<file path="src/include/ahb_settings.svh">
`ifndef AHB_SETTINGS_SVH
`define AHB_SETTINGS_SVH

// ################################################
// Bus widths
// ################################################

`define AHB_ADDR_W 32
`define AHB_DATA_W 32

// ################################################
// Memory organisation
// ################################################

// Banks are word interleaved, so a WRAP4 burst visits each bank once.
`define MEM_NUM_BANKS 4
`define MEM_BANK_DEPTH 64

// Clears the low four byte-address bits to find the 16-byte wrap boundary.
`define AHB_WRAP4_MASK 32'hFFFF_FFF0

`endif

</file>
<file path="src/hw/mem_pkg.sv">
`include "ahb_settings.svh"

package mem_pkg;

    // Derived widths of the banked memory.
    localparam int unsigned WORD_ADDR_W = `AHB_ADDR_W - 2;
    localparam int unsigned BANK_W = $clog2(`MEM_NUM_BANKS);
    localparam int unsigned ROW_W = $clog2(`MEM_BANK_DEPTH);

    // One registered beat for the data phase, 32 bits.
    // The word address is the byte address without its two low bits.
    typedef struct packed {
        logic                   valid;
        logic                   write;
        logic [WORD_ADDR_W-1:0] word_addr;
    } mem_beat_t;

    // Request to a single bank, 8 bits.
    typedef struct packed {
        logic             en;
        logic             write;
        logic [ROW_W-1:0] row;
    } bank_req_t;

endpackage

</file>
<file path="src/hw/bank_router.sv">
`timescale 1ns/1ps
`include "ahb_settings.svh"

module bank_router
    import mem_pkg::*;
(
    input  mem_beat_t                       beat,
    input  logic                            hready,
    output bank_req_t [`MEM_NUM_BANKS-1:0]  bank_req,
    output logic [BANK_W-1:0]               bank_sel
);

    logic [BANK_W-1:0] bank_idx;
    logic [ROW_W-1:0] row_idx;
    logic [`MEM_NUM_BANKS-1:0] bank_hit;
    logic wr_commit;

    // ################################################
    // Address decode
    // ################################################

    // Word bits 1:0 are byte bits 3:2, the interleave bits.
    // The row comes from the word bits just above them, byte bits 9:4.
    assign bank_idx = beat.word_addr[BANK_W-1:0];
    assign row_idx = beat.word_addr[BANK_W +: ROW_W];

    // A write only lands at the edge that ends the data phase.
    assign wr_commit = beat.valid && beat.write && hready;

    always_comb begin
        for (int b = 0; b < `MEM_NUM_BANKS; b++) begin
            bank_hit[b] = beat.valid && (bank_idx == BANK_W'(b));
        end
    end

    // ################################################
    // Per-bank requests
    // ################################################

    always_comb begin
        for (int b = 0; b < `MEM_NUM_BANKS; b++) begin
            bank_req[b].en = bank_hit[b];
            bank_req[b].write = bank_hit[b] && wr_commit;
            bank_req[b].row = row_idx;
        end
    end

    // The read path needs the bank index of the same beat.
    assign bank_sel = bank_idx;

endmodule

</file>
<file path="config.mk">
export PLATFORM = sky130hd
export DESIGN_NAME = bank_router
export DESIGN_NICKNAME = d
export VERILOG_FILES = /design/src/hw/mem_pkg.sv /design/src/hw/bank_router.sv
export VERILOG_INCLUDE_DIRS = /design/src /design/src/include
export SDC_FILE = /design/constraint.sdc
export NUM_CORES = 1
export LEC_CHECK = 0
export BUFFER_PORTS_ARGS = -buffer_cell sky130_fd_sc_hd__buf_4
export CAP_MARGIN = 20
export CORE_AREA = 2 2 39 41
export DETAILED_ROUTE_END_ITERATION = 8
export DIE_AREA = 0 0 41 43
export MAX_ROUTING_LAYER = met4
export PLACE_DENSITY = 0.81
export SYNTH_ARGS = -nofsm -noshare
export SYNTH_HDL_FRONTEND = slang
export SYNTH_SLANG_ARGS = --single-unit
</file>
<file path="constraint.sdc">
create_clock -name vclk -period 1.4
set_clock_uncertainty 0.15 [all_clocks]
set_input_delay 0.42 -clock vclk [all_inputs]
set_output_delay 0.42 -clock vclk [all_outputs]
set_load 0.005 [all_outputs]
</file>
==> results_dict.tcl <==
set metrics [dict create \
    grt_antenna_before_repair 0 \
    critical_path.cell_chain "buf_6 -> nand3_4 -> nor3b_2 -> buf_4" \
    gp_congestion 0.415 \
    grt-ovfl-total 0 \
    violations "setup timing" \
    grt_pass1_vias 116 \
    path_buf_inv 2 \
    cts_hold_buffers 0 \
    hold_path.class "in2out" \
    grt_use_total 0.0328 \
    dieWidth_um 41 \
    n_fill_cell 141 \
    max_stage_delay_ns 0.16 \
    switching_share 0.279 \
    num_vias 149 \
    ys_warn_count 0 \
    criticalPathCategory "in2out" \
    rows 14 \
    hold_path_end "bank_req[13]" \
    syn-num-nets 69 \
    tightest_slew_ns 0.152 \
    status "complete, but fails checks" \
    vias_per_cell 3.47 \
    cp_slowest_cell "nor3b_2" \
    seq_area_frac_synth 0 \
    fin_util 0.241 \
    ys_types 9 \
    p_leak_uw 0.000150 \
    ios 67 \
    synth_fa_ha_area_frac 0 \
    syn_avg_cell_area_um2 7.72 \
    drt_wl_total_um 451 \
    grt_first_pass_wirelength_um 434 \
    finalWorstSetupSlack_ns -0.0369 \
    hold_violations 0 \
    seq_cells 0 \
    drc 0 \
    p_seq_frac 0 \
    whs_ns 0.690 \
    drv_cap 0 \
    hold_start "beat[7]" \
    final_nets 62 \
    synth_top_family_by_area "buffers and inverters" \
    worstPathArrival_ns 0.87 \
    post_drt_wl_per_cell_um 10.5 \
    grt_max_degree 10 \
    synthCells 36 \
    synth_xor_area_frac 0 \
    synth_compound_area_frac 0 \
    timing.final.crit_share 1.03 \
    num_antenna_cells 0 \
    p_int_uw 53.8 \
    cp_top_family "simple AND/OR/NAND/NOR gates" \
    drt-initial-drc-count 0 \
    setup_viol 5 \
    maxSlewViolCount 0 \
    drive_gt1_frac 0.889 \
    start_util 0.201 \
    core_area_um2 1380 \
    synthMuxAreaShare 0 \
    syn_area_um2 278 \
    max_freq_mhz 696 \
    ant_nets 0 \
    seq_area_um2 0 \
    clkPwrFrac 0 \
    start_kind "primary input" \
    postCtsSetupBuffers 0 \
    rsz0062_at_grt "yes" \
    fp.dieH_um 43 \
    power.switching_uw 20.8 \
    die-area_um2 1760 \
    crit_start "hready" \
    peakVddDrop_uv 49.7 \
    io_buffers 15 \
    critical_path.max_fanout 4 \
    period_minus_slack_ns 1.44 \
    area_growth_pct 19.8 \
    p_comb_frac 1.000 \
    nClkBuffers 0 \
    crit_required_ns 0.83 \
    holdPathStages 0 \
    firstDrtPassIters 1 \
    synth_simple_gate_area_frac 0.297 \
    powerDensity_nw_per_um2 224 \
    final.setup.tns_ns -0.111 \
    critical_path.endpoint_type "primary output" \
    relSlewSlack 0.898 \
]
==> power groups by stage <==
stage | combinational, µW | clock [µW] | sequential, µW
floorplan | 71.0 | 0 | 0
global placement | 42.4 | 0 | 0
detailed placement | 43.5 | 0 | 0
CTS | 56.6 | 0 | 0
global route | 80.3 | 0 | 0
finish | 74.6 | 0 | 0
==> cells by family after synthesis <==
| group | Yosys count |
|---|---|
| buf+inv | 26 |
| simple gates | 10 |
==> worst max-delay path by stage <==
stage	end	cells after the start	slack (ns)
6_report	bank_req[14]	4	-0.04
2_1_floorplan	bank_req[22]	2	0.11
3_5_place_dp	bank_req[22]	4	-0.11
5_1_grt	bank_req[14]	4	-0.08
4_1_cts	bank_req[14]	4	-0.08
3_3_place_gp	bank_req[22]	4	-0.1
==> cells in the final DEF, fill, tap and decap left out <==
cell type  count
nand3_4        1
buf_8          1
and3b_2        2
buf_12         2
buf_4          7
buf_6          5
and3_4         1
nor3_1         1
nand2_1        1
nor2_1         1
nor3b_2        3
clkbuf_16      2
==> cell type report <==
type | count | area (µm²) | area share
tap | 16 | 20.0 | 0.0602
timing repair buffer | 17 | 214 | 0.643
multi-input combinational | 10 | 98.8 | 0.297
==> Yosys cell counts, drive strengths merged <==
master	instances	area, µm²
nor3b	3	32.5
nor3	1	5.00
nand3	1	10.0
buf	26	195
and3b	2	20.0
nand2	1	3.75
nor2	1	3.75
and3	1	7.51
==> through the flow <==
step           cell area [µm²]  instances  power, µW  worst slack [ns]
3_5_place_dp               215         41       43.5            -0.109
5_1_grt                    333         43       80.3           -0.0798
4_1_cts                    265         41       56.6           -0.0752
6_report                   333         43       74.6           -0.0369
3_3_place_gp               215         41       42.4           -0.0983
2_1_floorplan              278         36       71.0             0.113
==> per-layer routing <==
layer | vias to the layer above | routed length [µm] | track usage
met3 | 0 | 88 | 0.0105
li1 | 72 | - | -
met2 | 12 | 242 | 0.0656
met1 | 65 | 119 | 0.0190
met4 | 0 | 0 | 0.0200
met5 | - | 0 | -
==> repair_timing <==
item / in CTS / in global routing
endpoints found under the hold margin: 0 / 0
pin swaps: 5 / 3
gates cloned: 0 / 2
resized for setup: 12 / 4
setup endpoints to repair: 8 / 8
No activity file was read; power rests on OpenSTA's default activity.
