### config.mk
export PLATFORM = sky130hd
export DESIGN_NAME = sram_bank
export DESIGN_NICKNAME = d
export VERILOG_FILES = /design/src/hw/mem_pkg.sv /design/src/hw/sram_bank.sv
export VERILOG_INCLUDE_DIRS = /design/src /design/src/include
export SDC_FILE = /design/constraint.sdc
export NUM_CORES = 2
export LEC_CHECK = 0
export BUFFER_PORTS_ARGS = -buffer_cell sky130_fd_sc_hd__buf_4
export CELL_PAD_IN_SITES_DETAIL_PLACEMENT = 0
export CELL_PAD_IN_SITES_GLOBAL_PLACEMENT = 1
export CORE_AREA = 2 2 405 407
export DETAILED_ROUTE_END_ITERATION = 6
export DIE_AREA = 0 0 407 409
export PLACE_DENSITY = 0.95
export SLEW_MARGIN = 0
export SYNTH_ARGS = -nofsm -noshare
export SYNTH_HDL_FRONTEND = slang
export SYNTH_SLANG_ARGS = --single-unit
### constraint.sdc
create_clock -name clk -period 4.7 [get_ports clk]
set_input_delay 0.94 -clock clk [delete_from_list [all_inputs] [get_ports clk]]
set_output_delay 0.94 -clock clk [all_outputs]
set_load 0.02 [all_outputs]
### src/include/ahb_settings.svh
`ifndef AHB_SETTINGS_SVH
`define AHB_SETTINGS_SVH

// ################################################
// Bus widths
// ################################################

`define AHB_ADDR_W 32
`define AHB_DATA_W 32

// ################################################
// Memory organisation
// ################################################

// Banks are word interleaved, so a WRAP4 burst visits each bank once.
`define MEM_NUM_BANKS 4
`define MEM_BANK_DEPTH 64

// Clears the low four byte-address bits to find the 16-byte wrap boundary.
`define AHB_WRAP4_MASK 32'hFFFF_FFF0

`endif

### src/hw/mem_pkg.sv
`include "ahb_settings.svh"

package mem_pkg;

    // Derived widths of the banked memory.
    localparam int unsigned WORD_ADDR_W = `AHB_ADDR_W - 2;
    localparam int unsigned BANK_W = $clog2(`MEM_NUM_BANKS);
    localparam int unsigned ROW_W = $clog2(`MEM_BANK_DEPTH);

    // One registered beat for the data phase, 32 bits.
    // The word address is the byte address without its two low bits.
    typedef struct packed {
        logic                   valid;
        logic                   write;
        logic [WORD_ADDR_W-1:0] word_addr;
    } mem_beat_t;

    // Request to a single bank, 8 bits.
    typedef struct packed {
        logic             en;
        logic             write;
        logic [ROW_W-1:0] row;
    } bank_req_t;

endpackage

### src/hw/sram_bank.sv
`timescale 1ns/1ps
`include "ahb_settings.svh"

module sram_bank
    import mem_pkg::*;
(
    input  logic                   clk,
    input  logic                   rstn,
    input  bank_req_t              req,
    input  logic [`AHB_DATA_W-1:0] wdata,
    output logic [`AHB_DATA_W-1:0] rd_data
);

    logic [`AHB_DATA_W-1:0] mem [`MEM_BANK_DEPTH];

    // ################################################
    // Storage
    // ################################################

    // The array starts out zeroed so that reads before any write return 0.
    always_ff @(posedge clk or negedge rstn) begin
        if (!rstn) begin
            for (int i = 0; i < `MEM_BANK_DEPTH; i++) begin
                mem[i] <= '0;
            end
        end else if (req.en && req.write) begin
            mem[req.row] <= wdata;
        end
    end

    // Read is asynchronous, so the word is there within the data phase.
    assign rd_data = mem[req.row];

endmodule

==> flow_metrics.py <==
metrics = {
    "outcome": {
        "status": "complete, but fails checks",
        "violations": "negative setup slack",
    },
    "yosys": {
        "yosys_register_bits": 2048,
        "synth-seq-area-share": 0.5566,
        "synthTopCellsByCount": "dfrtp_1 (2048), mux2_2 (2044), a22oi_1 (446)",
        "async_reset_ff_frac": 1.000,
        "synthCells": 6883,
        "synth_area_um2": 92070,
        "ys.flop_type": "dfrtp_1",
        "netlist.area_leader.share": 0.5566,
        "synth_top_cell_by_area": "dfrtp_1",
        "avgSynthCellArea_um2": 13.38,
        "synth_enable_flop_cells": 0,
        "ys_top_cells_by_area": "dfrtp_1 (56%), mux2_2 (25%), a22oi_1 (3.6%)",
        "ys_types": 61,
        "syn_nets": 6925,
        "post-synth-top-count-cell": "dfrtp_1",
        "yosysWarnings": 0,
    },
    "grt": {
        "grt_pass1_wl_um": 468900,
        "track_usage": 0.3882,
        "grtUsageMet2": 0.5323,
        "grt_max_degree": 160,
        "grt_pass1_vias": 67850,
        "met1_usage": 0.4904,
        "grt_overflow": 0,
        "antenna_found_initial": 26,
        "grt_util_met3": 0.1647,
        "busiest_layer": "met2",
    },
    "clock_network": {
        "cts_buffers": 201,
        "clkSlewWorstSetupHoldPaths_ns": 0.06,
        "cts_tree": "yes",
        "cts_max_level": 4,
        "clock-sinks": 2048,
        "clk_latency_ns": 0.89,
        "clockRootBuffer": "clkbuf_16",
        "clockBufferDepth": 3,
    },
    "placement": {
        "hpwl_um": 191000,
        "place_congestion": 0.9476,
        "portBuffers": 73,
        "postPlaceCellArea_um2": 96570,
    },
    "worst_setup_path": {
        "r2r_end": "mem[1374]",
        "cp_slowest_cell": "nor2b_4",
        "crit_end": "rd_data[12]",
        "crit_type": "input port to output port",
        "start_kind": "input port",
        "rr_worst_depth": 1,
        "r2r-start": "mem[1374]",
        "critPathArrivalTime_ns": 3.97,
        "cp_top_family": "simple AND/OR/NAND/NOR gates",
        "crit_chain": "buf_8 > nor2b_4 > buf_12 > buf_12 > a221oi_1 > nor2_2 > nor3_1 > a211oi_4 > a211o_1 > buf_4",
        "cp.required_ns": 3.76,
        "crit_buf_inv": 4,
        "cp_num_cells": 10,
        "max_stage_delay_ns": 0.51,
        "crit_start": "req[2]",
        "reg2reg_slack_ns": 3.86,
        "cp-end-kind": "output port",
        "cp_max_fo": 34,
        "cpMostUsedCell": "buf_12",
    },
    "cells_and_area": {
        "post-route-cell-area_um2": 103600,
        "top_regs": "mem: 2048 flops",
        "largest_register_ff_count": 2048,
        "utilization": 0.6394,
        "final_layout_size_suffix_gt1_frac": 0.4253,
        "nets": 6830,
        "regMostFlops": "mem",
        "syn_to_final_growth_pct": 12.53,
    },
    "power": {
        "power.density_nw_per_um2": 393.1,
        "leakage_uw": 0.04809,
        "peakVddDrop_mv": 0.4411,
    },
    "floorplan": {
        "die_area_um2": 166500,
        "start_util": 0.5682,
        "fp.coreArea_um2": 162000,
        "die_h_um": 409,
        "num_rows": 148,
        "io_pins": 74,
        "chipWidth_um": 407,
    },
    "timing": {
        "slew_headroom": 0.1127,
        "hold_violations": 0,
        "slew_viol_final": 0,
        "fin_crit_ns": 4.913,
        "fin_ws_ns": -0.2128,
        "fmax_ghz": 0.2035,
        "setup_viol": 9,
        "finalCritPeriodShare": 1.045,
        "skew_ns": 0,
        "worstMarginPinSlew_ns": 1.331,
    },
    "detailed_routing": {
        "drcViolationCount": 0,
        "drt-total-wl_um": 323300,
        "drt.antenna.violating_nets": 0,
        "drtPass1Iterations": 6,
        "wl_per_cell_um": 35.36,
        "avgViaCountPerCell": 7.295,
        "via_count": 66700,
        "drtIter0Drc": 9768,
    },
    "hold_path": {
        "hold_class": "flop to flop",
        "min-delay-start": "mem[365]",
    },
    "job": {
        "max_cap_viol_count": 0,
    },
}
## placed cells by master (no fill, tap or decap), types with 33 or more instances in the layout
| master | instances |
|---|---|
| a21oi_1 | 158 |
| nor2_4 | 58 |
| nor2_1 | 121 |
| o22ai_1 | 122 |
| clkbuf_16 | 203 |
| a22oi_1 | 445 |
| o21ai_0 | 147 |
| clkinv_2 | 33 |
| clkbuf_1 | 41 |
| buf_4 | 361 |
| mux2i_1 | 120 |
| mux2_1 | 36 |
| a221oi_1 | 328 |
| dfrtp_1 | 2048 |
| buf_12 | 99 |
| mux2_2 | 2044 |
| clkbuf_8 | 60 |
| nand2_1 | 113 |
## per-stage QoR
step / total power [uW] / hold WS (ns) / std cells / TNS [ns] / setup WS, ns
final: 40720 / 0.4877 / 9143 / -0.6916 / -0.2128
after CTS: 40610 / 0.4906 / 9126 / 0 / 0.002438
after global placement: 23870 / 0.4638 / 8757 / -0.5797 / -0.3319
after detailed placement: 24150 / 0.4777 / 8757 / -0.7828 / -0.3520
after global routing: 41830 / 0.4939 / 9132 / -0.05935 / -0.05935
after floorplan: 22410 / 0.4533 / 6883 / 0 / 1.030
## power breakdown
part	internal, uW	switching [uW]
clock network	9530	7190
logic	1780	2360
registers	19100	799
total	30400	10300
## routing by layer
layer / wire [um] / vias up
li1: - / 25580
met3: 49660 / 1679
met1: 112400 / 34200
met4: 28510 / 26
met5: 266 / -
met2: 132500 / 5212
## repair_timing
action                                  4_1_cts  5_1_grt
resized for setup                             5       10
hold buffers                                  1        0
buffers inserted                              0        2
pin swaps                                     1        1
hold endpoints to repair                      2        0
endpoints found under the setup margin        4        7
## worst min-delay path by stage
stage                      endpoint  slack, ns  cells after the start
after CTS                  mem[364]       0.49                      1
after global placement     mem[245]       0.46                      1
after detailed placement  mem[1397]       0.48                      1
final                      mem[365]       0.49                      1
after global routing       mem[364]       0.49                      1
after floorplan            mem[245]       0.45                      1
## cells by family after synthesis
kind of cell	after synthesis	synth area share
muxes	2222	0.2728
DFF	2048	0.5566
AOI/OAI and AO/OA	1384	0.1092
buffers and inverters	762	0.03737
and+or+nand+nor	467	0.02399
## cell type report
| cell class | count | area, um2 |
|---|---|---|
| Tap cell | 2175 | 2721 |
| Antenna cell | 15 | 37.54 |
| Timing Repair Buffer | 463 | 4745 |
| Fill cell | 11260 | 58420 |
| Clock buffer | 304 | 6060 |
| Sequential cell | 2048 | 51250 |
| Inverter | 1 | 8.758 |
| Multi-Input combinational cell | 4073 | 37960 |
| Clock inverter | 64 | 830.8 |
Note: power is estimated with default switching activity, not from simulation.
