[src/include/ahb_settings.svh]
`ifndef AHB_SETTINGS_SVH
`define AHB_SETTINGS_SVH

// ################################################
// Bus widths
// ################################################

`define AHB_ADDR_W 32
`define AHB_DATA_W 32

// ################################################
// Memory organisation
// ################################################

// Banks are word interleaved, so a WRAP4 burst visits each bank once.
`define MEM_NUM_BANKS 4
`define MEM_BANK_DEPTH 64

// Clears the low four byte-address bits to find the 16-byte wrap boundary.
`define AHB_WRAP4_MASK 32'hFFFF_FFF0

`endif

[src/hw/ahb_pkg.sv]
`include "ahb_settings.svh"

package ahb_pkg;

    // ################################################
    // AHB-Lite bus encodings
    // ################################################

    typedef enum logic [1:0] {
        IDLE   = 2'b00,
        BUSY   = 2'b01,
        NONSEQ = 2'b10,
        SEQ    = 2'b11
    } htrans_e;

    typedef enum logic [2:0] {
        SINGLE = 3'b000,
        INCR   = 3'b001,
        WRAP4  = 3'b010,
        INCR4  = 3'b011,
        WRAP8  = 3'b100,
        INCR8  = 3'b101,
        WRAP16 = 3'b110,
        INCR16 = 3'b111
    } hburst_e;

    // One address phase as seen on the bus, 38 bits.
    typedef struct packed {
        logic [`AHB_ADDR_W-1:0] addr;
        logic                   write;
        htrans_e                trans;
        hburst_e                burst;
    } ahb_addr_phase_t;

    // Kind of transfer the address generator is currently serving.
    typedef enum logic [1:0] {
        IDLE_ST   = 2'b00,
        SINGLE_ST = 2'b01,
        WRAP_ST   = 2'b10
    } gen_state_e;

endpackage

[src/hw/mem_pkg.sv]
`include "ahb_settings.svh"

package mem_pkg;

    // Derived widths of the banked memory.
    localparam int unsigned WORD_ADDR_W = `AHB_ADDR_W - 2;
    localparam int unsigned BANK_W = $clog2(`MEM_NUM_BANKS);
    localparam int unsigned ROW_W = $clog2(`MEM_BANK_DEPTH);

    // One registered beat for the data phase, 32 bits.
    // The word address is the byte address without its two low bits.
    typedef struct packed {
        logic                   valid;
        logic                   write;
        logic [WORD_ADDR_W-1:0] word_addr;
    } mem_beat_t;

    // Request to a single bank, 8 bits.
    typedef struct packed {
        logic             en;
        logic             write;
        logic [ROW_W-1:0] row;
    } bank_req_t;

endpackage

[src/hw/burst_addr_gen.sv]
`timescale 1ns/1ps
`include "ahb_settings.svh"

module burst_addr_gen
    import ahb_pkg::*;
    import mem_pkg::*;
(
    input  logic                   clk,
    input  logic                   rstn,
    input  logic [`AHB_ADDR_W-1:0] haddr,
    input  logic                   hwrite,
    input  htrans_e                htrans,
    input  hburst_e                hburst,
    input  logic                   hready,
    output mem_beat_t              beat
);

    ahb_addr_phase_t ap;

    gen_state_e state_q;
    gen_state_e state_d;

    logic [`AHB_ADDR_W-1:0] base_q;
    logic [`AHB_ADDR_W-1:0] base_d;
    logic [3:0] offset_q;
    logic [3:0] offset_d;
    logic [1:0] count_q;
    logic [1:0] count_d;

    mem_beat_t beat_d;

    logic [3:0] offset_inc;
    logic [`AHB_ADDR_W-1:0] wrap_addr;

    assign ap = '{addr: haddr, write: hwrite, trans: htrans, burst: hburst};

    // The byte offset is four bits wide, so adding 4 wraps modulo 16 by itself.
    assign offset_inc = offset_q + 4'd4;
    assign wrap_addr = base_q | {{(`AHB_ADDR_W-4){1'b0}}, offset_inc};

    // ################################################
    // Next beat and burst tracking
    // ################################################

    always_comb begin
        state_d = state_q;
        base_d = base_q;
        offset_d = offset_q;
        count_d = count_q;
        beat_d = beat;

        // Everything holds while the current data phase is stretched.
        if (hready) begin
            beat_d = '0;
            case (ap.trans)
                NONSEQ: begin
                    beat_d.valid = 1'b1;
                    beat_d.write = ap.write;
                    beat_d.word_addr = ap.addr[`AHB_ADDR_W-1:2];
                    count_d = 2'd0;
                    if (ap.burst == WRAP4) begin
                        state_d = WRAP_ST;
                        base_d = ap.addr & `AHB_WRAP4_MASK;
                        offset_d = {ap.addr[3:2], 2'b00};
                    end else begin
                        state_d = SINGLE_ST;
                    end
                end
                SEQ: begin
                    if (state_q == WRAP_ST) begin
                        // haddr is ignored here, the wrapped address is generated locally.
                        // SEQs after the fourth beat belong to no WRAP4 burst and get no beat.
                        if (count_q != 2'd3) begin
                            beat_d.valid = 1'b1;
                            beat_d.write = ap.write;
                            beat_d.word_addr = wrap_addr[`AHB_ADDR_W-1:2];
                            offset_d = offset_inc;
                            count_d = count_q + 2'd1;
                        end
                    end else begin
                        // Bursts other than WRAP4 are served beat by beat like SINGLE.
                        beat_d.valid = 1'b1;
                        beat_d.write = ap.write;
                        beat_d.word_addr = ap.addr[`AHB_ADDR_W-1:2];
                        state_d = SINGLE_ST;
                    end
                end
                default: begin
                    state_d = IDLE_ST;
                end
            endcase
        end
    end

    // ################################################
    // Registers
    // ################################################

    always_ff @(posedge clk or negedge rstn) begin
        if (!rstn) begin
            state_q <= IDLE_ST;
            base_q <= '0;
            offset_q <= '0;
            count_q <= '0;
            beat <= '0;
        end else begin
            state_q <= state_d;
            base_q <= base_d;
            offset_q <= offset_d;
            count_q <= count_d;
            beat <= beat_d;
        end
    end

endmodule

[config.mk]
export PLATFORM = sky130hd
export DESIGN_NAME = burst_addr_gen
export DESIGN_NICKNAME = d
export VERILOG_FILES = /design/src/hw/ahb_pkg.sv /design/src/hw/mem_pkg.sv /design/src/hw/burst_addr_gen.sv
export VERILOG_INCLUDE_DIRS = /design/src /design/src/include
export SDC_FILE = /design/constraint.sdc
export NUM_CORES = 1
export LEC_CHECK = 0
export BUFFER_PORTS_ARGS = -buffer_cell sky130_fd_sc_hd__buf_4
export CAP_MARGIN = 40
export CORE_UTILIZATION = 56
export CTS_CLUSTER_DIAMETER = 100
export DETAILED_ROUTE_END_ITERATION = 7
export PLACE_DENSITY_LB_ADDON = 0.25
export SLEW_MARGIN = 5
export SYNTH_ARGS = -nofsm -noshare
export SYNTH_HDL_FRONTEND = slang
export SYNTH_SLANG_ARGS = --single-unit
[constraint.sdc]
create_clock -name clk -period 2.4 [get_ports clk]
set_input_delay 0.12 -clock clk [delete_from_list [all_inputs] [get_ports clk]]
set_output_delay 0.12 -clock clk [all_outputs]
set_load 0.01 [all_outputs]
==> reports/metrics.cfg <==
[clock_tree]
htreeDepth=3
cts.clk_slew.worst_paths_ns=0.07
post_cts_buffers=0
cts_root_buffer=clkbuf_8
clk_path_buf_depth=2
insertion_delay_ns=0.33
clock-sinks=66
cts_made_buffers=9
postCtsHoldBufs=1
cts_resized=0
cts_tree=built

[floorplan]
die_area_um2=5340
die_w_um=73.1
row_count=25
core-area_um2=4790
start_util=0.591
boundaryPins=73
die_h_um=73.1

[worst_hold_path]
worstHoldStart=hwrite
hp-class=in2reg
whs_endpoint=beat[30]
hold_depth=3

[power_and_ir_drop]
max-vdd-ir-drop_mv=0.541
power.total_mw=2.53
powerDensity_nw_per_um2=706
leakage_nw=1.72

[placement]
place_congestion=0.752
dp_hpwl_mm=3.75
io_buffers=70

[logic_synthesis]
yosys.area_share.simple=0.0438
synth_adder_area_share=0.00442
synth_compound_area_frac=0.169
netlist_top_cells_count=dfrtp_1 (66), inv_1 (36), o21ai_0 (34), a22oi_1 (30), mux2_2 (27)
ys_ff_latch=66
yosys.area.top_type=dfrtp_1
synth.net_count=287
synth_top_family_by_area=compound AO/OA/AOI/OAI gates
synth_flop_cell=dfrtp_1
synth.area.top_cells=dfrtp_1 (58%), mux2_2 (11%), a22oi_1 (8.0%)
synthXorXnorAreaFrac=0.00310
synthCells=245
yosysTopAreaCellShare=0.584
netlist-cell-type-count=28
synth-edff-count=0
ys_warn_count=0
synthesis.area_um2=2830
yosysSeqAreaShare=0.584
syn_avg_cell_area_um2=11.5
async_flop_share=1.00
synthMuxAreaShare=0.115
synth.most_common_cell=dfrtp_1

[sta]
max_freq_ghz=0.525
hold_viol=0
tightest_slew_ns=0.821
slew_headroom=0.452
setup_violations=0
slew_viol_final=0
fin_crit_sh=0.793
rsz0062_at_grt=no
skew_ns=0.00540
final.setup.tns_ns=0
fin_crit_ns=1.90

[worst_setup_path]
r2r_cells=6
crit_fanout=15
crit_buf_inv=1
start_kind=flop
slowest_stage=or3b_4
path_cells=ha_1, or3b_4, nor2_4, buf_4, a22oi_1, o21ai_0
r2r-end=beat[18]
ff2ff_setup_slack_ns=0.50
required_ns=2.65
crit_type=reg2reg
arrival_ns=2.15
cp-end-kind=flop
crit_path_max_incr_delay_ns=0.43
reg2reg_from=count_q[0]
cp_top_family=simple AND/OR/NAND/NOR gates

[detailed_routing]
num_vias=2072
drcViolationCount=0
ant_nets=0
drt_wl_total_mm=5.61
wl_per_cell_um=14.4
drt_iter0_markers=151
routed_via_density=5.31
dr.pass1.iters=5

[finish]
fillers=360
layout.nets=360
syn_to_final_growth_pct=26.4
diodes=0
drive_gt1_frac=0.384

[global_route]
grt_usage=0.230
antenna_found_initial=0
grt_max_degree=67
grt-ovfl-total=0
grt_pass1_vias=1977
grt_pass1_wl_mm=9.07

[job]
maxCapViolCount=0

[status]
status=finished, final reports clean

state kept, by name (all words and copies together), names as in the netlist:
register / flops
beat: 32
base_q: 28
count_q: 2
offset_q: 2
state_q: 2
worst max path at each step:
stage | cells past startpoint | start | slack, ns | to
2_1_floorplan | 5 | count_q[0] | 0.82 | count_q[1]
3_3_place_gp | 6 | count_q[0] | 0.55 | beat[27]
3_5_place_dp | 6 | count_q[0] | 0.53 | beat[19]
4_1_cts | 6 | count_q[0] | 0.50 | beat[18]
5_1_grt | 6 | count_q[0] | 0.36 | beat[18]
6_report | 6 | count_q[0] | 0.50 | beat[18]
power by group:
part | internal (mW) | switching, mW | leakage (nW)
combinational | 0.213 | 0.170 | 0.781
sequential | 1.26 | 0.0836 | 0.844
clock | 0.393 | 0.402 | 0.0916
logic make-up (layout without fill, tap and decap cells):
logic type | count (synthesis) | after routing
AOI/OAI and AO/OA | 77 | 77
DFF | 66 | 66
buffers and inverters | 51 | 129
muxes | 29 | 29
and+or+nand+nor | 20 | 20
adders and majority gates | 1 | 1
xor gates and xnor gates | 1 | 1
routing by layer:
layer / vias up / wire length (µm) / global-route usage
li1: 1003 / - / -
met2: 58 / 2790 / 0.383
met1: 1001 / 2460 / 0.292
met5: - / 0 / 0
met3: 10 / 258 / 0.0635
met4: 0 / 90 / 0.0763
cell usage in the layout, fill, tap and decap left out, types with 5 or more instances in the layout:
cell      instances
a21oi_1           6
a22oi_1          30
buf_4            76
clkbuf_8         10
clkinv_2          5
dfrtp_1          66
inv_1            36
mux2_2           27
nand2_1           7
o21ai_0          34
metrics by stage:
stage	hold slack, ns	cell area (µm²)	instances	setup slack (ns)	utilization
finish	0.0163	3570	390	0.496	0.747
global route	0.0111	3570	390	0.361	0.747
CTS	0.00530	3570	390	0.500	0.747
detailed placement	0.264	3390	373	0.530	0.709
global placement	0.268	3390	373	0.547	0.709
floorplan	-0.176	2830	245	0.821	-
worst min-delay path, cell delays in order:
cell     delay (ns)
buf_4          0.07
nand3_1        0.05
o21ai_0        0.07
final cells by class:
| type | count | area (µm²) | area share |
|---|---|---|---|
| clock buffers | 10 | 138 | 0.0385 |
| flip-flops and latches | 66 | 1650 | 0.462 |
| repair buffers | 77 | 581 | 0.162 |
| inverters | 36 | 135 | 0.0378 |
| well taps | 67 | 83.8 | 0.0235 |
| multi-input cells | 128 | 953 | 0.267 |
| clock inverters | 6 | 32.5 | 0.00910 |
(Power assumes the default switching activity.)
