### config.mk
export PLATFORM = sky130hd
export DESIGN_NAME = read_return_mux
export DESIGN_NICKNAME = d
export VERILOG_FILES = /design/src/hw/mem_pkg.sv /design/src/hw/read_return_mux.sv
export VERILOG_INCLUDE_DIRS = /design/src /design/src/include
export SDC_FILE = /design/constraint.sdc
export NUM_CORES = 1
export LEC_CHECK = 0
export BUFFER_PORTS_ARGS = -buffer_cell sky130_fd_sc_hd__buf_4
export CORE_MARGIN = 5
export CORE_UTILIZATION = 40
export DETAILED_ROUTE_END_ITERATION = 16
export HOLD_SLACK_MARGIN = 0.06
export PLACE_DENSITY = 0.84
export SLEW_MARGIN = 30
export SYNTH_ARGS = -nofsm -noshare
export SYNTH_HDL_FRONTEND = slang
export SYNTH_SLANG_ARGS = --single-unit
### constraint.sdc
create_clock -name clk -period 4.7 [get_ports clk]
set_clock_uncertainty 0.05 [all_clocks]
set_input_delay 0.94 -clock clk [delete_from_list [all_inputs] [get_ports clk]]
set_output_delay 0.94 -clock clk [all_outputs]
set_load 0.005 [all_outputs]
### src/include/ahb_settings.svh
`ifndef AHB_SETTINGS_SVH
`define AHB_SETTINGS_SVH

// ################################################
// Bus widths
// ################################################

`define AHB_ADDR_W 32
`define AHB_DATA_W 32

// ################################################
// Memory organisation
// ################################################

// Banks are word interleaved, so a WRAP4 burst visits each bank once.
`define MEM_NUM_BANKS 4
`define MEM_BANK_DEPTH 64

// Clears the low four byte-address bits to find the 16-byte wrap boundary.
`define AHB_WRAP4_MASK 32'hFFFF_FFF0

`endif

### src/hw/mem_pkg.sv
`include "ahb_settings.svh"

package mem_pkg;

    // Derived widths of the banked memory.
    localparam int unsigned WORD_ADDR_W = `AHB_ADDR_W - 2;
    localparam int unsigned BANK_W = $clog2(`MEM_NUM_BANKS);
    localparam int unsigned ROW_W = $clog2(`MEM_BANK_DEPTH);

    // One registered beat for the data phase, 32 bits.
    // The word address is the byte address without its two low bits.
    typedef struct packed {
        logic                   valid;
        logic                   write;
        logic [WORD_ADDR_W-1:0] word_addr;
    } mem_beat_t;

    // Request to a single bank, 8 bits.
    typedef struct packed {
        logic             en;
        logic             write;
        logic [ROW_W-1:0] row;
    } bank_req_t;

endpackage

### src/hw/read_return_mux.sv
`timescale 1ns/1ps
`include "ahb_settings.svh"

module read_return_mux
    import mem_pkg::*;
(
    input  logic                                         clk,
    input  logic                                         rstn,
    input  logic [`MEM_NUM_BANKS-1:0][`AHB_DATA_W-1:0]   rd_data,
    input  logic [BANK_W-1:0]                            bank_sel,
    input  mem_beat_t                                    beat,
    input  logic                                         hready,
    output logic [`AHB_DATA_W-1:0]                       hrdata
);

    logic rd_phase;
    logic [`AHB_DATA_W-1:0] sel_word;
    logic [`AHB_DATA_W-1:0] hold_q;

    // A read data phase that completes in this cycle.
    assign rd_phase = beat.valid && !beat.write && hready;

    assign sel_word = rd_data[bank_sel];

    // Live data during a read, last returned word otherwise.
    assign hrdata = rd_phase ? sel_word : hold_q;

    always_ff @(posedge clk or negedge rstn) begin
        if (!rstn) begin
            hold_q <= '0;
        end else if (rd_phase) begin
            hold_q <= sel_word;
        end
    end

endmodule

==> key figures, run 1 <==
Outcome
  – Status: completed

Setup path
  – Crit path kind: in2out
  – Crit start category: primary input
  – Critical Path AT: 2.49 ns
  – Most used cell, CP: buf_4
  – Required @ worst endpoint: 3.71 ns
  – Slowest stage delay, CP: about 0.63 ns
  – Worst Setup End Kind: output pin
  – CP Max Fanout: 32
  – R2R setup slack: 3.88 ns
  – Top Family by Delay on Critical Path: multiplexers
  – CP Cell Sequence: buf_4, mux4_1, mux2_2, buf_4
  – Critical path buffers and inverters: 2
  – Slowest-stage cell, CP: mux4_1

Timing
  – Slew of the pin with the lowest slew margin: 0.6072 ns
  – RSZ-0062 raised after global routing: no
  – Min cycle time layout: between 3 and 4 ns
  – Setup_tns: 0 ns
  – Fmax: ~290 MHz
  – Final hold violation count: 0
  – Count of final setup violators: 0
  – Max Slew Vio Count: 0
  – Tcrit/Tclk final: 74.08%
  – Max_slew headroom: 59.52%

Synthesis
  – Area contributors post-synth: dfrtp_1 (38%), mux4_2 (32%), mux2_4 (21%), buf_12 (2.8%), mux4_1 (2.5%)
  – Post-synthesis cell area: 0.002112 mm^2
  – Seq cells post-synth: 32
  – Cell taking the most area after synthesis: dfrtp_1
  – Post-synthesis sequential area ratio: 37.91%
  – Mapped Nets: between 200 and 300
  – Average size of a mapped cell: 19.56 um^2
  – Yosys warns: 0
  – Mapped Cells: 108
  – Synth cell types: 11
  – Share of the synthesized area in the top cell type: 37.91%

Place
  – Placed insts: between 300 and 400
  – Placer congestion estimate: 0.8000
  – Final HPWL DP: 5091 um
  – PortBufs: between 150 and 200

Clock network
  – CTS Buffer Depth: 2
  – Clock transition at the registers of the reported paths: around 0.06 ns
  – # H-tree levels: 2
  – CTS-repair resized insts: 0
  – CTS Root Cell: clkbuf_8
  – Post-CTS Setup Bufs: 0
  – CTS tree: done
  – Worst-skew pair later-pin latency: ~0.27 ns
  – Post-CTS Hold Buffers: 0
  – Clk sinks: 32
  – CTS Buf Count: 5

Route
  – Vias per cell: 4.944
  – DRT iter0 DRCs: 28
  – Number of routed nets with antenna violations: 0
  – Drt wl/cell: 18.25 um
  – Via Count: 1691
  – Drt first pass iters: 4
  – DRC: 0
  – DRT Wirelength: 6243 um

Final layout
  – Max reg flops: 32
  – Fill cells: 373
  – Post-route core utilization: 67.47%
  – Ratio of cells with drive above 1 in the final layout: 87.50%
  – Most frequent cells in the layout: buf_4 (167), dfrtp_1 (32), mux4_2 (30), mux2_4 (30), clkbuf_8 (6)
  – N_diodes: 0
  – P&R area growth vs syn: 63.15%
  – Biggest regs: hold_q: 32 flops
  – Most common cell after layout, fill and taps aside: buf_4
  – Nets@finish: around 440
  – Layout Cells excl Fill: 342
  – Largest register by flop count: hold_q

GRT
  – Remaining global-route overflow: 0
  – First-pass GRT wire length: 9114 um
  – Vias in the first global route: roughly 2000
  – GRT Total Usage: 18.29%
  – Largest net degree at the start of global routing: 33
  – Antenna violations before repair: 0

Power and ir drop
  – Power density of the placed cells: 279.3 mW/mm^2
  – Leak: 1.673 nW
  – Maximum VDD drop: 129.8 uV

Die
  – I/O Pins: approximately 200
  – Num rows: 26
  – Core footprint: approximately 0.0051 mm^2
  – Die area: 0.006834 mm^2
  – Die Span Y: 82.67 um
  – Die Wd: 82.67 um
  – Initial Util: slightly above 40%

Worst hold path
  – Worst Hold Class: reg2reg

Run
  – Max-cap violations: 0
## final timing paths
path,from,endpoint,depth (start not counted)
worst min-delay path,hold_q[24]$_DFF_PN0_,hold_q[24]$_DFF_PN0_,1
min in group asynchronous,rstn,hold_q[2]$_DFF_PN0_,1
worst min register to register,hold_q[24]$_DFF_PN0_,hold_q[24]$_DFF_PN0_,1
worst max-delay path,bank_sel[0],hrdata[31],4
max in group asynchronous,rstn,hold_q[14]$_DFF_PN0_,1
worst max register to register,hold_q[10]$_DFF_PN0_,hold_q[10]$_DFF_PN0_,1
## per-layer routing
layer	up-vias	wire, um	GRT usage [%]
met2	96	3477	34.29
li1	770	-	-
met3	4	602	6.941
met4	0	49	5.065
met5	-	0	0
met1	821	2114	18.85
## cells by family (layout without fill, tap and decap cells)
family,after synthesis,count (layout),share of synthesized area (%)
simple gates,1,1,0.4148
mux,64,64,56.87
buf+inv,11,175,4.798
flops,32,32,37.91
## Yosys cell counts
master	n
clkbuf_1	1
buf_1	3
and3b_1	1
buf_2	3
dfrtp_1	32
mux2_4	30
mux4_1	2
buf_12	3
mux2_2	2
buf_6	1
mux4_2	30
## cell type report
| cell class | count | area [um^2] | area share, % |
|---|---|---|---|
| flip-flops and latches | 32 | 800.8 | 23.24 |
| clock buffers | 6 | 82.58 | 2.397 |
| clock inverters | 2 | 10.01 | 0.2905 |
| multi-input cells | 65 | 1211 | 35.15 |
| well taps | 70 | 87.58 | 2.542 |
| repair buffers | 167 | 1254 | 36.38 |
## report_power, final
group | total (mW) | internal (mW) | switching [mW]
Combinational | 0.393 | 0.274 | 0.119
Clock | 0.210 | 0.117 | 0.0938
Sequential | 0.359 | 0.340 | 0.0191
## metrics by stage
| step | setup slack [ns] | hold slack (ns) | total power, mW | instance area, um^2 |
|---|---|---|---|---|
| finish | 1.218 | 0.4416 | 0.9625 | 3446 |
| global route | 1.094 | 0.4537 | 1.022 | 3446 |
| CTS | 1.176 | 0.4463 | 0.9791 | 3446 |
| detailed placement | 1.175 | 0.4284 | 0.7635 | 3353 |
| global placement | 1.215 | 0.4265 | 0.7541 | 3353 |
| floorplan | 1.756 | 0.4271 | 0.5493 | 2112 |
No activity file was read; power rests on OpenSTA's default activity.
==> run 2, diff against run 1 <==
- ABC_AREA: unset -> 1
- CORE_UTILIZATION: 40 -> 38
- PLACE_DENSITY: 0.84 -> 0.76
- clock period: 4.7 -> 3 ns (I/O delays scaled with it)
==> key figures, run 2 <==
Outcome
  – Status: completed

Synthesis
  – Synth top cells by count: nand2_1 (257), inv_1 (130), nand3_1 (64)
  – Ys async rst share: 100.0%
  – EDFF count, synth: 0
  – Yosys warns: 0
  – Mapped Cells: 511
  – Average size of a mapped cell: 5.448 um^2
  – Post-synthesis cell area: about 0.0028 mm^2
  – Share of the synthesized area in the top cell type: 34.65%
  – Area contributors post-synth: nand2_1 (35%), dfrtp_1 (29%), inv_1 (18%), nand3_1 (12%), buf_6 (2.8%)
  – Top-count cell post-synth: nand2_1
  – Seq cells post-synth: 32
  – Ys flop type: dfrtp_1
  – Cell taking the most area after synthesis: nand2_1
  – Post-synthesis sequential area ratio: between 20 and 30%
  – Mapped Nets: 676
  – Synth cell types: 10

Die
  – Core footprint: 0.007176 mm^2
  – Num rows: 31
  – Initial Util: 38.80%
  – Die area: 0.009137 mm^2
  – I/O Pins: roughly 200
  – Die Span Y: 95.59 um
  – Die Wd: 95.59 um

Clock network
  – CTS tree: done
  – Clock transition at the registers of the reported paths: 0.06 ns
  – CTS Buf Count: 5
  – CTS-repair resized insts: 0
  – CTS Buffer Depth: 2
  – # H-tree levels: 2
  – Worst-skew pair later-pin latency: roughly 0.27 ns
  – Post-CTS Hold Buffers: 0
  – Post-CTS Setup Bufs: 0
  – Clk sinks: 32
  – CTS Root Cell: clkbuf_8

Worst hold path
  – Worst Hold Class: in2async

Final layout
  – P&R area growth vs syn: 48.00%
  – Most frequent cells in the layout: nand2_1 (257), buf_4 (172), inv_1 (130)
  – Footprint of the multi-input gates: 0.001296 mm^2
  – Max reg flops: 32
  – Fill cells: 743
  – N_diodes: 0
  – FF/Latch Area: 800.8 um^2
  – Most common cell after layout, fill and taps aside: nand2_1
  – Nets@finish: 830
  – Ratio of cells with drive above 1 in the final layout: 27.37%
  – Largest register by flop count: hold_q
  – Biggest regs: hold_q: 32 flops

Route
  – DRT Wirelength: ~8500 um
  – Vias per cell: 4.340
  – DRT iter0 DRCs: 63
  – Number of routed nets with antenna violations: 0
  – Drt wl/cell: between 10 and 15 um
  – DRC: 0
  – Via Count: 3316
  – Drt first pass iters: 4

Setup path
  – Top Family by Delay on Critical Path: buffers and inverters
  – Required @ worst endpoint: roughly 2.4 ns
  – Crit start category: primary input
  – CP Cell Sequence: buf_4, buf_4, nand2_1, nand3_1, nand2_1, nand2_1, nand2_1, buf_4
  – Critical path buffers and inverters: 3
  – Crit path kind: in2out
  – Slowest stage delay, CP: between 0.3 and 0.4 ns
  – Most used cell, CP: nand2_1
  – Slowest-stage cell, CP: buf_4
  – CP Max Fanout: 33
  – Critical Path AT: roughly 1.8 ns
  – Worst Setup End Kind: output pin

Timing
  – Slew of the pin with the lowest slew margin: 0.4132 ns
  – Count of final setup violators: 0
  – RSZ-0062 raised after global routing: no
  – Tcrit/Tclk final: 83.01%
  – Setup_tns: 0 ns
  – Max_slew headroom: 72.45%
  – Final hold violation count: 0
  – Min cycle time layout: roughly 2.5 ns
  – Max Slew Vio Count: 0
  – Fmax: 401.5 MHz
  – Final Worst Setup Slack: 0.5096 ns

GRT
  – Antenna violations before repair: 0
  – First-pass GRT wire length: 13880 um
  – Vias in the first global route: 3176
  – Remaining global-route overflow: 0
  – Largest net degree at the start of global routing: between 60 and 70
  – GRT Total Usage: between 10% and 20%

Place
  – Placer congestion estimate: 0.7975
  – Post-Place Worst Slack: approximately 0.5 ns
  – PortBufs: 166
  – Final HPWL DP: 6542 um

Power and ir drop
  – Maximum VDD drop: 153.5 uV
  – Power density of the placed cells: 347.2 mW/mm^2
  – Leak: 2.806 nW

Run
  – Max-cap violations: 0
run 2: stage by stage:
step / utilization, % / cell area [um^2] / hold WS [ns] / total power, mW / cells
3_5_place_dp: 56.08 / 4024 / 0.4131 / 1.103 / 757
2_1_floorplan: - / 2784 / 0.2544 / 0.7920 / 511
3_3_place_gp: 56.08 / 4024 / 0.4084 / 1.092 / 757
6_report: 57.42 / 4120 / 0.2034 / 1.431 / 764
4_1_cts: 57.42 / 4120 / 0.2104 / 1.457 / 764
5_1_grt: 57.42 / 4120 / 0.2335 / 1.544 / 764
run 2: cells by family after synthesis:
family,share of synthesized area [%]
flops,28.76
buf+inv,24.67
simple gates,46.56
run 2: final timing paths:
path	startpoint	to	slack, ns	cells after the start
setup / recovery	bank_sel[0]	hrdata[27]	0.51	8
hold / removal	rstn	hold_q[26]$_DFF_PN0_	0.20	1
setup reg to reg	hold_q[6]$_DFF_PN0_	hold_q[6]$_DFF_PN0_	2.32	2
hold reg to reg	hold_q[20]$_DFF_PN0_	hold_q[20]$_DFF_PN0_	0.42	2
max in group asynchronous	rstn	hold_q[12]$_DFF_PN0_	2.39	1
min in group clk	hold_q[20]$_DFF_PN0_	hold_q[20]$_DFF_PN0_	0.42	2
run 2: power by group:
group / internal [mW] / leakage (nW) / switching (mW) / total (mW)
registers: 0.508 / 0.401 / 0.0195 / 0.528
logic: 0.299 / 2.36 / 0.261 / 0.559
clock network: 0.204 / 0.0503 / 0.140 / 0.344
total: 1.01 / 2.81 / 0.420 / 1.43
run 2: area by class of cell:
cell class | count | area share (%)
clock buffers | 7 | 2.338
inverters | 131 | 11.93
multi-input cells | 322 | 31.46
flip-flops and latches | 32 | 19.44
well taps | 99 | 3.006
repair buffers | 173 | 31.83
run 2: layer usage:
layer  vias to the layer above  wire length, um  global-route usage, %  part of all wire [%]
met2                       130             4222                  33.35                    50
met5                         -                0                      0                     0
met1                      1425             3348                  22.36                    39
met3                         9              834                  5.367                   9.8
met4                         0               70                  3.910                  0.83
li1                       1752                -                      -                     -
